**config.mk**
```make
export PLATFORM = sky130hd
export DESIGN_NAME = eeprom_top
export DESIGN_NICKNAME = d
export VERILOG_FILES = /design/src/design/eeprom_pkg.sv /design/src/design/i2c_bit_engine.sv /design/src/design/eeprom_wr.sv /design/src/design/eeprom_top.sv
export SDC_FILE = /design/constraint.sdc
export NUM_CORES = 1
export LEC_CHECK = 0
export ABC_AREA = 0
export BUFFER_PORTS_ARGS = -buffer_cell sky130_fd_sc_hd__buf_2
export CAP_MARGIN = 30
export CORE_MARGIN = 10
export CORE_UTILIZATION = 53
export CTS_BUF_LIST = sky130_fd_sc_hd__clkbuf_16
export DETAILED_ROUTE_END_ITERATION = 10
export GPL_TIMING_DRIVEN = 0
export PLACE_DENSITY = 0.83
export SYNTH_ARGS = -nofsm -noshare
export SYNTH_HDL_FRONTEND = slang
export SYNTH_HIERARCHICAL = 1
export SYNTH_SLANG_ARGS = --single-unit
```
**constraint.sdc**
```tcl
create_clock -name CLK -period 2.5 [get_ports CLK]
set_input_delay 0.5 -clock CLK [delete_from_list [all_inputs] [get_ports CLK]]
set_output_delay 0.5 -clock CLK [all_outputs]
set_load 0.005 [all_outputs]
```
**src/design/eeprom_pkg.sv**
```systemverilog
package eeprom_pkg;

    localparam int addr_w = 11;
    localparam int data_w = 8;
    localparam logic [3:0] dev_code = 4'b1010;  // 24Cxx device type

    typedef struct packed {
        logic              wr;
        logic              rd;
        logic [addr_w-1:0] addr;   // [10:8] is the block select
        logic [data_w-1:0] wdata;
    } eeprom_req_t;

    typedef enum logic [2:0] {
        op_none  = 3'd0,
        op_start = 3'd1,
        op_stop  = 3'd2,
        op_send  = 3'd3,
        op_recv  = 3'd4
    } bit_op_t;

    typedef struct packed {
        bit_op_t           op;
        logic [data_w-1:0] wbyte;
        logic              master_ack;  // level driven in the ninth bit of a receive
    } bit_cmd_t;

    typedef struct packed {
        logic              done;
        logic              slave_nack;
        logic [data_w-1:0] rbyte;
    } bit_rsp_t;

    // one-hot sequencer states
    typedef enum logic [9:0] {
        idle        = 10'b00_0000_0001,
        write_start = 10'b00_0000_0010,
        ctrl_write  = 10'b00_0000_0100,
        addr_write  = 10'b00_0000_1000,
        data_write  = 10'b00_0001_0000,
        read_start  = 10'b00_0010_0000,
        ctrl_read   = 10'b00_0100_0000,
        data_read   = 10'b00_1000_0000,
        stop        = 10'b01_0000_0000,
        ackn        = 10'b10_0000_0000
    } main_state_t;

endpackage

```
**src/design/i2c_bit_engine.sv**
```systemverilog
`timescale 1ns/1ps

module eeprom_bit_engine (
    input  logic                 CLK,
    input  logic                 RESET,
    input  logic                 cmd_valid,
    input  eeprom_pkg::bit_cmd_t cmd,
    input  logic                 sda_in,
    output eeprom_pkg::bit_rsp_t rsp,
    output logic                 scl,
    output logic                 sda_pull
);

    logic                          busy;
    eeprom_pkg::bit_op_t           op_q;
    logic [4:0]                    phase;       // one scl phase per CLK
    logic [eeprom_pkg::data_w-1:0] tx_q;
    logic                          mack_q;
    logic                          sda_d;       // launched half a cycle later
    logic                          done_q;
    logic                          nack_q;
    logic [eeprom_pkg::data_w-1:0] rx_q;
    logic [3:0]                    bit_i;
    logic                          short_op;
    logic                          last_phase;

    function automatic logic scl_level(eeprom_pkg::bit_op_t op, logic [4:0] p);
        logic lvl;
        case (op)
            eeprom_pkg::op_start: lvl = p[0] ^ p[1];  // low high high low
            eeprom_pkg::op_stop:  lvl = p[0] | p[1];  // low high high high
            default:              lvl = p[0];         // low then high per bit
        endcase
        return lvl;
    endfunction

    // returns 1 when the master pulls sda low
    function automatic logic sda_level(eeprom_pkg::bit_op_t op, logic [4:0] p,
                                       logic [7:0] tx, logic mack);
        logic [3:0] b;
        logic       lvl;
        b = p[4:1];
        case (op)
            eeprom_pkg::op_start: lvl = p[1];
            eeprom_pkg::op_stop:  lvl = ~p[1];
            eeprom_pkg::op_send:  lvl = (b < 4'd8) ? ~tx[3'd7 - b[2:0]] : 1'b0;  // ack slot released
            eeprom_pkg::op_recv:  lvl = (b == 4'd8) && !mack;
            default:              lvl = 1'b0;
        endcase
        return lvl;
    endfunction

    assign bit_i      = phase[4:1];
    assign short_op   = (op_q == eeprom_pkg::op_start) || (op_q == eeprom_pkg::op_stop);
    assign last_phase = short_op ? (phase == 5'd3) : (phase == 5'd17);

    always_ff @(posedge CLK) begin
        if (RESET) begin
            busy   <= 1'b0;
            op_q   <= eeprom_pkg::op_none;
            phase  <= 5'd0;
            scl    <= 1'b1;  // bus idle
            sda_d  <= 1'b0;
            done_q <= 1'b0;
            nack_q <= 1'b0;
        end else begin
            done_q <= 1'b0;
            if (!busy) begin
                if (cmd_valid && cmd.op == eeprom_pkg::op_none) begin
                    done_q <= 1'b1;
                end else if (cmd_valid) begin
                    busy   <= 1'b1;
                    op_q   <= cmd.op;
                    phase  <= 5'd0;
                    nack_q <= 1'b0;
                    scl    <= scl_level(cmd.op, 5'd0);
                    sda_d  <= sda_level(cmd.op, 5'd0, cmd.wbyte, cmd.master_ack);
                end
            end else if (last_phase) begin
                busy   <= 1'b0;
                done_q <= 1'b1;
                if (op_q == eeprom_pkg::op_send)
                    nack_q <= sda_in;  // slave ack sampled with scl high
            end else begin
                phase <= phase + 5'd1;
                scl   <= scl_level(op_q, phase + 5'd1);
                sda_d <= sda_level(op_q, phase + 5'd1, tx_q, mack_q);
            end
        end
    end

    always_ff @(posedge CLK) begin
        if (!busy && cmd_valid) begin
            tx_q   <= cmd.wbyte;
            mack_q <= cmd.master_ack;
        end
        // shift in at the end of each scl high phase
        if (busy && op_q == eeprom_pkg::op_recv && phase[0] && bit_i < 4'd8)
            rx_q <= {rx_q[6:0], sda_in};
    end

    // sda moves mid-cycle clear of the scl edges
    always_ff @(negedge CLK) begin
        if (RESET)
            sda_pull <= 1'b0;
        else
            sda_pull <= sda_d;
    end

    assign rsp = '{done: done_q, slave_nack: nack_q, rbyte: rx_q};

    a_sda_stable: assert property (@(posedge CLK) disable iff (RESET)
        (scl && !(busy && short_op)) |-> !$changed(sda_pull));

    // sequencer must wait for done
    a_no_cmd_busy: assert property (@(posedge CLK) disable iff (RESET)
        cmd_valid |-> !busy);

endmodule

```
**src/design/eeprom_wr.sv**
```systemverilog
`timescale 1ns/1ps

module eeprom_wr (
    input  logic                          CLK,
    input  logic                          RESET,
    input  eeprom_pkg::eeprom_req_t       req,
    input  eeprom_pkg::bit_rsp_t          rsp,
    output logic                          ack,
    output logic                          err,
    output logic [eeprom_pkg::data_w-1:0] rdata,
    output logic                          cmd_valid,
    output eeprom_pkg::bit_cmd_t          cmd
);

    eeprom_pkg::main_state_t       state;
    eeprom_pkg::main_state_t       state_n;
    eeprom_pkg::bit_cmd_t          cmd_n;
    logic                          issue;
    logic                          armed;     // request seen low since last transfer
    logic                          is_read;
    logic                          err_q;
    logic [eeprom_pkg::addr_w-1:0] addr_q;
    logic [eeprom_pkg::data_w-1:0] wdata_q;
    logic [7:0]                    ctrl_wr;
    logic [7:0]                    ctrl_rd;
    logic                          req_any;
    logic                          sending;
    logic                          start_xfer;
    logic                          nack_hit;

    assign req_any = req.wr || req.rd;
    assign ctrl_wr = {eeprom_pkg::dev_code, addr_q[eeprom_pkg::addr_w-1:8], 1'b0};
    assign ctrl_rd = {eeprom_pkg::dev_code, addr_q[eeprom_pkg::addr_w-1:8], 1'b1};
    assign sending = (state == eeprom_pkg::ctrl_write) || (state == eeprom_pkg::addr_write) ||
                     (state == eeprom_pkg::data_write) || (state == eeprom_pkg::ctrl_read);

    always_comb begin
        state_n    = state;
        issue      = 1'b0;
        cmd_n      = '{op: eeprom_pkg::op_none, wbyte: '0, master_ack: 1'b0};
        start_xfer = 1'b0;
        nack_hit   = 1'b0;
        case (state)
            eeprom_pkg::idle: begin
                if (armed && req_any) begin
                    start_xfer = 1'b1;
                    issue      = 1'b1;
                    cmd_n.op   = eeprom_pkg::op_start;
                    state_n    = eeprom_pkg::write_start;
                end
            end
            eeprom_pkg::write_start: begin
                if (rsp.done) begin
                    issue       = 1'b1;
                    cmd_n.op    = eeprom_pkg::op_send;
                    cmd_n.wbyte = ctrl_wr;
                    state_n     = eeprom_pkg::ctrl_write;
                end
            end
            eeprom_pkg::ctrl_write: begin
                if (rsp.done) begin
                    issue       = 1'b1;
                    cmd_n.op    = eeprom_pkg::op_send;
                    cmd_n.wbyte = addr_q[7:0];  // word address
                    state_n     = eeprom_pkg::addr_write;
                end
            end
            eeprom_pkg::addr_write: begin
                if (rsp.done && is_read) begin
                    issue    = 1'b1;
                    cmd_n.op = eeprom_pkg::op_start;  // repeated start
                    state_n  = eeprom_pkg::read_start;
                end else if (rsp.done) begin
                    issue       = 1'b1;
                    cmd_n.op    = eeprom_pkg::op_send;
                    cmd_n.wbyte = wdata_q;
                    state_n     = eeprom_pkg::data_write;
                end
            end
            eeprom_pkg::read_start: begin
                if (rsp.done) begin
                    issue       = 1'b1;
                    cmd_n.op    = eeprom_pkg::op_send;
                    cmd_n.wbyte = ctrl_rd;
                    state_n     = eeprom_pkg::ctrl_read;
                end
            end
            eeprom_pkg::ctrl_read: begin
                if (rsp.done) begin
                    issue            = 1'b1;
                    cmd_n.op         = eeprom_pkg::op_recv;
                    cmd_n.master_ack = 1'b1;  // nack the only byte
                    state_n          = eeprom_pkg::data_read;
                end
            end
            eeprom_pkg::data_write,
            eeprom_pkg::data_read: begin
                if (rsp.done) begin
                    issue    = 1'b1;
                    cmd_n.op = eeprom_pkg::op_stop;
                    state_n  = eeprom_pkg::stop;
                end
            end
            eeprom_pkg::stop: begin
                if (rsp.done)
                    state_n = eeprom_pkg::ackn;
            end
            default: state_n = eeprom_pkg::idle;  // ackn lasts one cycle
        endcase

        // slave nack ends the transfer with a stop
        if (sending && rsp.done && rsp.slave_nack) begin
            nack_hit = 1'b1;
            issue    = 1'b1;
            cmd_n    = '{op: eeprom_pkg::op_stop, wbyte: '0, master_ack: 1'b0};
            state_n  = eeprom_pkg::stop;
        end
    end

    always_ff @(posedge CLK) begin
        if (RESET) begin
            state     <= eeprom_pkg::idle;
            cmd_valid <= 1'b0;
            armed     <= 1'b0;
            err_q     <= 1'b0;
        end else begin
            state     <= state_n;
            cmd_valid <= issue;
            if (!req_any)
                armed <= 1'b1;
            else if (start_xfer)
                armed <= 1'b0;
            if (start_xfer)
                err_q <= 1'b0;
            else if (nack_hit)
                err_q <= 1'b1;
        end
    end

    always_ff @(posedge CLK) begin
        cmd <= cmd_n;
        if (start_xfer) begin
            is_read <= req.rd;
            addr_q  <= req.addr;
            wdata_q <= req.wdata;
        end
        if (state == eeprom_pkg::data_read && rsp.done)
            rdata <= rsp.rbyte;
    end

    assign ack = (state == eeprom_pkg::ackn);
    assign err = err_q;

    // single pulse and no restart on a request still held
    a_ack_pulse: assert property (@(posedge CLK) disable iff (RESET)
        ack |=> !ack && !start_xfer);

    a_state_onehot: assert property (@(posedge CLK) disable iff (RESET) $onehot(state));

    a_req_excl: assert property (@(posedge CLK) disable iff (RESET) !(req.wr && req.rd));

endmodule

```
**src/design/eeprom_top.sv**
```systemverilog
`timescale 1ns/1ps

module eeprom_top (
    input  logic                          CLK,
    input  logic                          RESET,
    input  eeprom_pkg::eeprom_req_t       req,
    input  logic                          sda_in,    // resolved bus level
    output logic                          ack,
    output logic                          err,
    output logic [eeprom_pkg::data_w-1:0] rdata,
    output logic                          scl,
    output logic                          sda_pull   // high pulls sda low
);

    logic                 cmd_valid;
    eeprom_pkg::bit_cmd_t cmd;
    eeprom_pkg::bit_rsp_t rsp;

    eeprom_wr seq_i (
        .CLK       (CLK),
        .RESET     (RESET),
        .req       (req),
        .rsp       (rsp),
        .ack       (ack),
        .err       (err),
        .rdata     (rdata),
        .cmd_valid (cmd_valid),
        .cmd       (cmd)
    );

    eeprom_bit_engine engine_i (
        .CLK       (CLK),
        .RESET     (RESET),
        .cmd_valid (cmd_valid),
        .cmd       (cmd),
        .sda_in    (sda_in),
        .rsp       (rsp),
        .scl       (scl),
        .sda_pull  (sda_pull)
    );

endmodule

```
==> results.cfg, run 1 <==
[run_status]
status = complete, but fails checks
failed_checks = setup timing

[finish]
antenna_cells = 0
finalNonFillerCells = 438
synthToLayoutAreaGrowth_pct = 16.29
stdcell_area_mm2 = 0.004215
drive_gt1_share_pct = 26.26
layout.nets = 378

[hold_path]
worstHoldStart = req[10]
hold_path.class = input port to flop

[setup_path]
path_delay_family = flip-flops
cp.arrival_ps = 2030
critPathCaptureType = primary output
critical_path.cell_chain = buf_2
cpMaxStageDelayCell = dfxtp_1
startpoint_type = flop
r2r-start = seq_i/state[3]
slowest_delay_ps = 280
critPathRequiredTime_ps = 2000
crit_type = flop to primary output
crit_buf_inv = 1
cp_max_fo = 1
worstSetupStartpoint = engine_i/sda_pull

[grt]
grt_pass1_wl_mm = 12.04
track_usage_pct = 14.37
grt_antenna_before_repair = 0
grt-ovfl-total = 0
grt_max_degree = 23
grt_pass1_vias = 2600

[sta]
setup_viol = 1
worst_pin_slew_ps = 858.3
slew_violations = 0
setup_slack_ps = -27.44
skew_ps = 53.36
relSlewSlack_pct = 42.63
grt_setup_unrepaired = yes
final_hold_viol_count = 0

[clock_network]
clock_latency_ps = 380
clkTransAtPathRegs_ps = 60
cts_root_buf = clkbuf_16
cts_tree = done
clk_path_buf_depth = 2
cts_buffers = 9
cts.sinks = 84
htree_levels = 3

[route]
drtIter0Drc = 118
drtPass1Iterations = 5
avgRoutedWirePerCell_um = 15.79
vias = 2532
postRouteAntennaNets = 0
vias_per_cell = 5.781
routed_wl_mm = 6.917
drc = 0

[logic_synthesis]
synth_edf_count = 45
syn-cell-area_mm2 = 0.003625
synth_area_leaders = edfxtp_1 (37%), dfxtp_1 (22%), nor2_1 (3.3%)
syn_inst = 306
synth_flop_cell = edfxtp_1
synth_compound_area_share_pct = 12.32
ys_seq_elements = 84
synth_mux_area_share_pct = 2.623
synth.largest_area_cell = edfxtp_1
synth_most_common_cell = edfxtp_1
async_reset_ff_share_pct = 0
synth_fa_ha_area_share_pct = 0.3452
synth.distinct_cells = 66
ys_seq_area_share_pct = 58.82
synthTopCellsByCount = edfxtp_1 (45), dfxtp_1 (39), nor2_1 (32)
synth_top_area_share_pct = 37.28
synthSimpleGateAreaFrac_pct = 18.92
synth_warnings = 6
synth_top_family_by_area = simple AND/OR/NAND/NOR gates
syn_avg_cell_area_um2 = 11.85
synth_xor_area_share_pct = 2.623
synth_fp_nets = 331

[power_and_ir_drop]
powerDensity_mw_per_mm2 = 666.1
irDropWorstVdd_uv = 677.6
power.leakage_nw = 1.485

[floorplanning]
num_rows = 30
core_mm2 = 0.006719
dieHeight_um = 102.7
start_util_pct = 53.95
dieArea_mm2 = 0.01055
fp.dieW_um = 102.7
ioPinCount = 36

[placed_design]
numPortBuffers = 35
gp_congestion = 0.9272
post_dp_cell_area_mm2 = 0.003913
dp_hpwl_mm = 4.776
dpl.cell_count = 421

[flow_run]
maxCapViolCount = 0
-- per-stage QoR --
stage	hold WS, ps	total power [mW]	setup WS, ps	utilization [%]	TNS, ps
2_1_floorplan	385.5	1.565	264.0	-	0
3_3_place_gp	387.3	1.598	32.35	58.14	0
3_5_place_dp	390.2	1.602	-45.53	58.23	-363.1
4_1_cts	327.9	2.831	-41.46	62.63	-41.46
5_1_grt	319.5	2.923	-77.41	62.74	-77.41
6_report	339.7	2.808	-27.44	62.74	-27.44
-- per-layer routing --
metal / vias up / share of wire [%] / wire [um] / GRT usage [%]
met4: 0 / 1.8 / 126 / 6.616
met5: - / 0 / 0 / 0
met3: 13 / 7.3 / 503 / 4.290
met1: 1188 / 44 / 3040 / 18.43
met2: 90 / 47 / 3246 / 21.84
li1: 1241 / - / - / -
-- path summary, 6_finish.rpt --
| check | end | slack, ps | cells after the start |
|---|---|---|---|
| worst max-delay path | sda_pull | -30 | 1 |
| worst min-delay path | seq_i/addr_q[2] | 340 | 1 |
| worst max register to register | seq_i/rdata[1] | 170 | 5 |
| worst min register to register | engine_i/tx_q[6] | 400 | 0 |
-- repair_timing --
| action | 4_1_cts | 5_1_grt |
|---|---|---|
| gates cloned | 0 | 0 |
| hold buffers | 0 | 0 |
| endpoints found under the setup margin | 29 | 1 |
| resized for setup | 2 | 0 |
| buffers inserted | 0 | 0 |
-- worst reg2reg max path, cell delays in order (launching register included) --
cell and delay (ps):
dfxtp_1 310, buf_6 130, or4_4 570, nor2_1 200, nand2_1 170, nor4b_4 580
-- final cells by class --
class / count / area [um2]
Inverter: 6 / 26.28
Tap cell: 80 / 100.1
Buffer: 18 / 131.4
Timing Repair Buffer: 36 / 182.7
Clock inverter: 8 / 61.31
Sequential cell: 84 / 2132
Multi-Input combinational cell: 197 / 1356
Fill cell: 514 / 2504
Clock buffer: 9 / 225.2
-- sequential cells by signal, summed over array words and instances, names as in the netlist, 3 cells and up --
signal          count
engine_i/phase      5
seq_i/cmd          12
engine_i/op_q       3
engine_i/rx_q       8
seq_i/rdata         8
seq_i/state        10
seq_i/wdata_q       8
seq_i/addr_q       11
engine_i/tx_q       8
-- power breakdown --
group / switching, mW / internal, mW / total [mW] / leakage (nW)
Sequential: 0.00791 / 1.47 / 1.47 / 0.724
Clock: 0.551 / 0.688 / 1.24 / 0.140
Combinational: 0.0554 / 0.0396 / 0.0950 / 0.621
-- placed cells by master (no fill, tap or decap), drive strengths merged, types with 5 or more instances in the layout --
cell type / Yosys / final
inv: 7 / 9
buf: 14 / 50
nor2b: 7 / 7
o21ai: 10 / 10
nor4: 6 / 6
nor3: 7 / 7
nand3: 10 / 10
edfxtp: 45 / 45
xor2: 5 / 5
dfxtp: 39 / 39
clkbuf: 4 / 13
mux2i: 5 / 5
xnor2: 5 / 5
nand2b: 8 / 8
nand2: 19 / 19
a22oi: 5 / 5
nor2: 34 / 34
a21oi: 18 / 18
-- kinds of logic after synthesis --
logic type               count (synthesis)
flip-flops                              84
buffers and inverters                   25
AO/OA/AOI/OAI                           61
adder cells (fa/ha/maj)                  1
AND/OR/NAND/NOR                        118
XOR/XNOR                                10
multiplexers                             7
No activity file was read; power rests on OpenSTA's default activity.
==> inputs of run 2 (changes only) <==
--- a/config.mk
+++ b/config.mk
@@ -8,12 +8,12 @@
 export ABC_AREA = 0
 export BUFFER_PORTS_ARGS = -buffer_cell sky130_fd_sc_hd__buf_2
 export CAP_MARGIN = 30
-export CORE_MARGIN = 10
 export CORE_UTILIZATION = 53
 export CTS_BUF_LIST = sky130_fd_sc_hd__clkbuf_16
 export DETAILED_ROUTE_END_ITERATION = 10
 export GPL_TIMING_DRIVEN = 0
 export PLACE_DENSITY = 0.83
+export SETUP_SLACK_MARGIN = 0.3
 export SYNTH_ARGS = -nofsm -noshare
 export SYNTH_HDL_FRONTEND = slang
 export SYNTH_HIERARCHICAL = 1
==> results.cfg, run 2 (synthesis results as in run 1) <==
[clock_network]
htree_levels = 3
clk_path_buf_depth = 2
cts_hold_buf = 0
cts_root_buf = clkbuf_16
clock_latency_ps = 390
clkTransAtPathRegs_ps = 70
cts.sinks = 84
cts_tree = done
cts_buffers = 9

[power_and_ir_drop]
irDropWorstVdd_uv = 577.6
power.leakage_nw = 1.526
p_total_mw = 2.819
powerDensity_mw_per_mm2 = 655.8

[finish]
largest_registers = seq_i/cmd x12, seq_i/addr_q x11, seq_i/state x10
final_cell_mix = edfxtp_1 (45), buf_2 (37), dfxtp_1 (36), nor2_1 (32), nand2_1 (18)
top_register = seq_i/cmd
register_area_mm2 = 0.002136
synthToLayoutAreaGrowth_pct = 18.61
antenna_cells = 0
largest_reg_flops = 12
n_fill_cell = 470
final_common_cell = edfxtp_1
drive_gt1_share_pct = 29.51
multi_input_area_mm2 = 0.001373
layout.nets = 386

[sta]
setup_slack_ps = -39.44
final.setup.tns_ps = -39.44
worst_pin_slew_ps = 858.8
skew_ps = 55.71
setup_viol = 1
final_hold_viol_count = 0
grt_setup_unrepaired = yes
slew_violations = 0
relSlewSlack_pct = 42.60

[route]
postRouteAntennaNets = 0
drtPass1Iterations = 10
drtIter0Drc = 174
drc = 2
vias = 2620
avgRoutedWirePerCell_um = 15.51
routed_wl_mm = 6.869
vias_per_cell = 5.914

[setup_path]
startpoint_type = flop
crit_type = flop to primary output
r2r-end = seq_i/cmd[9]
slowest_delay_ps = 290
crit_buf_inv = 1
critical_path.cell_chain = buf_2
cp_max_fo = 1
cpMaxStageDelayCell = dfxtp_1
r2r-start = seq_i/state[3]
path_delay_family = flip-flops
critPathCaptureType = primary output
critPathRequiredTime_ps = 2000
ff2ff_setup_slack_ps = 390
cp.arrival_ps = 2040
rr_worst_depth = 8

[floorplanning]
fp.dieW_um = 84.70
dieHeight_um = 84.70
core_mm2 = 0.006459
dieArea_mm2 = 0.007174
start_util_pct = 56.12
ioPinCount = 36
num_rows = 29

[run_status]
failed_checks = DRC, setup timing
status = complete, but fails checks

[grt]
grt_pass1_vias = 2353
grt_antenna_before_repair = 0
track_usage_pct = 20.00
grt_pass1_wl_mm = 10.84
grt_max_degree = 23
grt-ovfl-total = 0

[placed_design]
gp_congestion = 0.9415
dp_hpwl_mm = 4.450
numPortBuffers = 35
place_ws_ps = 217.2

[hold_path]
holdPathEnd = seq_i/addr_q[10]
min_delay_path_depth = 1
worstHoldStart = req[18]
hold_path.class = input port to flop

[flow_run]
maxCapViolCount = 0
-- run 2: final cells by class --
class	instances	area share (%)
timing repair inverter	1	0.1746
clock buffer	9	5.239
buffer	18	3.230
clock inverter	8	1.426
multi-input combinational	197	31.93
tap	77	2.241
timing repair buffer	43	5.471
sequential	84	49.68
inverter	6	0.6112
-- run 2: metal layers --
metal / global-route usage (%) / up-vias / share of wire [%] / routed length [um]
li1: - / 1249 / - / -
met1: 25.21 / 1244 / 41 / 2826
met2: 32.52 / 114 / 50 / 3425
met3: 6.293 / 13 / 6.7 / 463
met4: 7.396 / 0 / 2.2 / 153
met5: 0 / - / 0 / 0
-- run 2: how the worst max path moves through the flow --
stage / end / cells past startpoint / start / slack (ps)
after floorplan: seq_i/rdata[0] / 5 / seq_i/state[3] / 430
after global placement: engine_i/rx_q[0] / 3 / engine_i/op_q[1] / 240
after detailed placement: seq_i/rdata[7] / 5 / seq_i/state[3] / 220
after CTS: sda_pull / 1 / engine_i/sda_pull / -50
after global routing: sda_pull / 1 / engine_i/sda_pull / -80
final: sda_pull / 1 / engine_i/sda_pull / -40
-- run 2: power breakdown --
part | total, mW | switching [mW] | internal, mW | leakage [nW]
sequential | 1.47 | 0.00871 | 1.47 | 0.726
clock | 1.25 | 0.557 | 0.689 | 0.136
combinational | 0.0994 | 0.0578 | 0.0416 | 0.664
-- run 2: through the flow --
stage	utilization [%]	cells	hold slack [ps]	cell area [um2]
after floorplan	-	306	385.5	3643
after global placement	60.62	418	389.7	3915
after detailed placement	60.71	418	388.7	3921
after CTS	65.63	437	319.9	4239
after global routing	66.56	443	318.9	4299
final	66.56	443	330.7	4299
-- run 2: what timing repair did --
action	CTS	global route
setup buffers	3	4
endpoints found under the setup margin	30	36
gates resized for setup	4	7
cloned	0	1
pin swaps	3	3
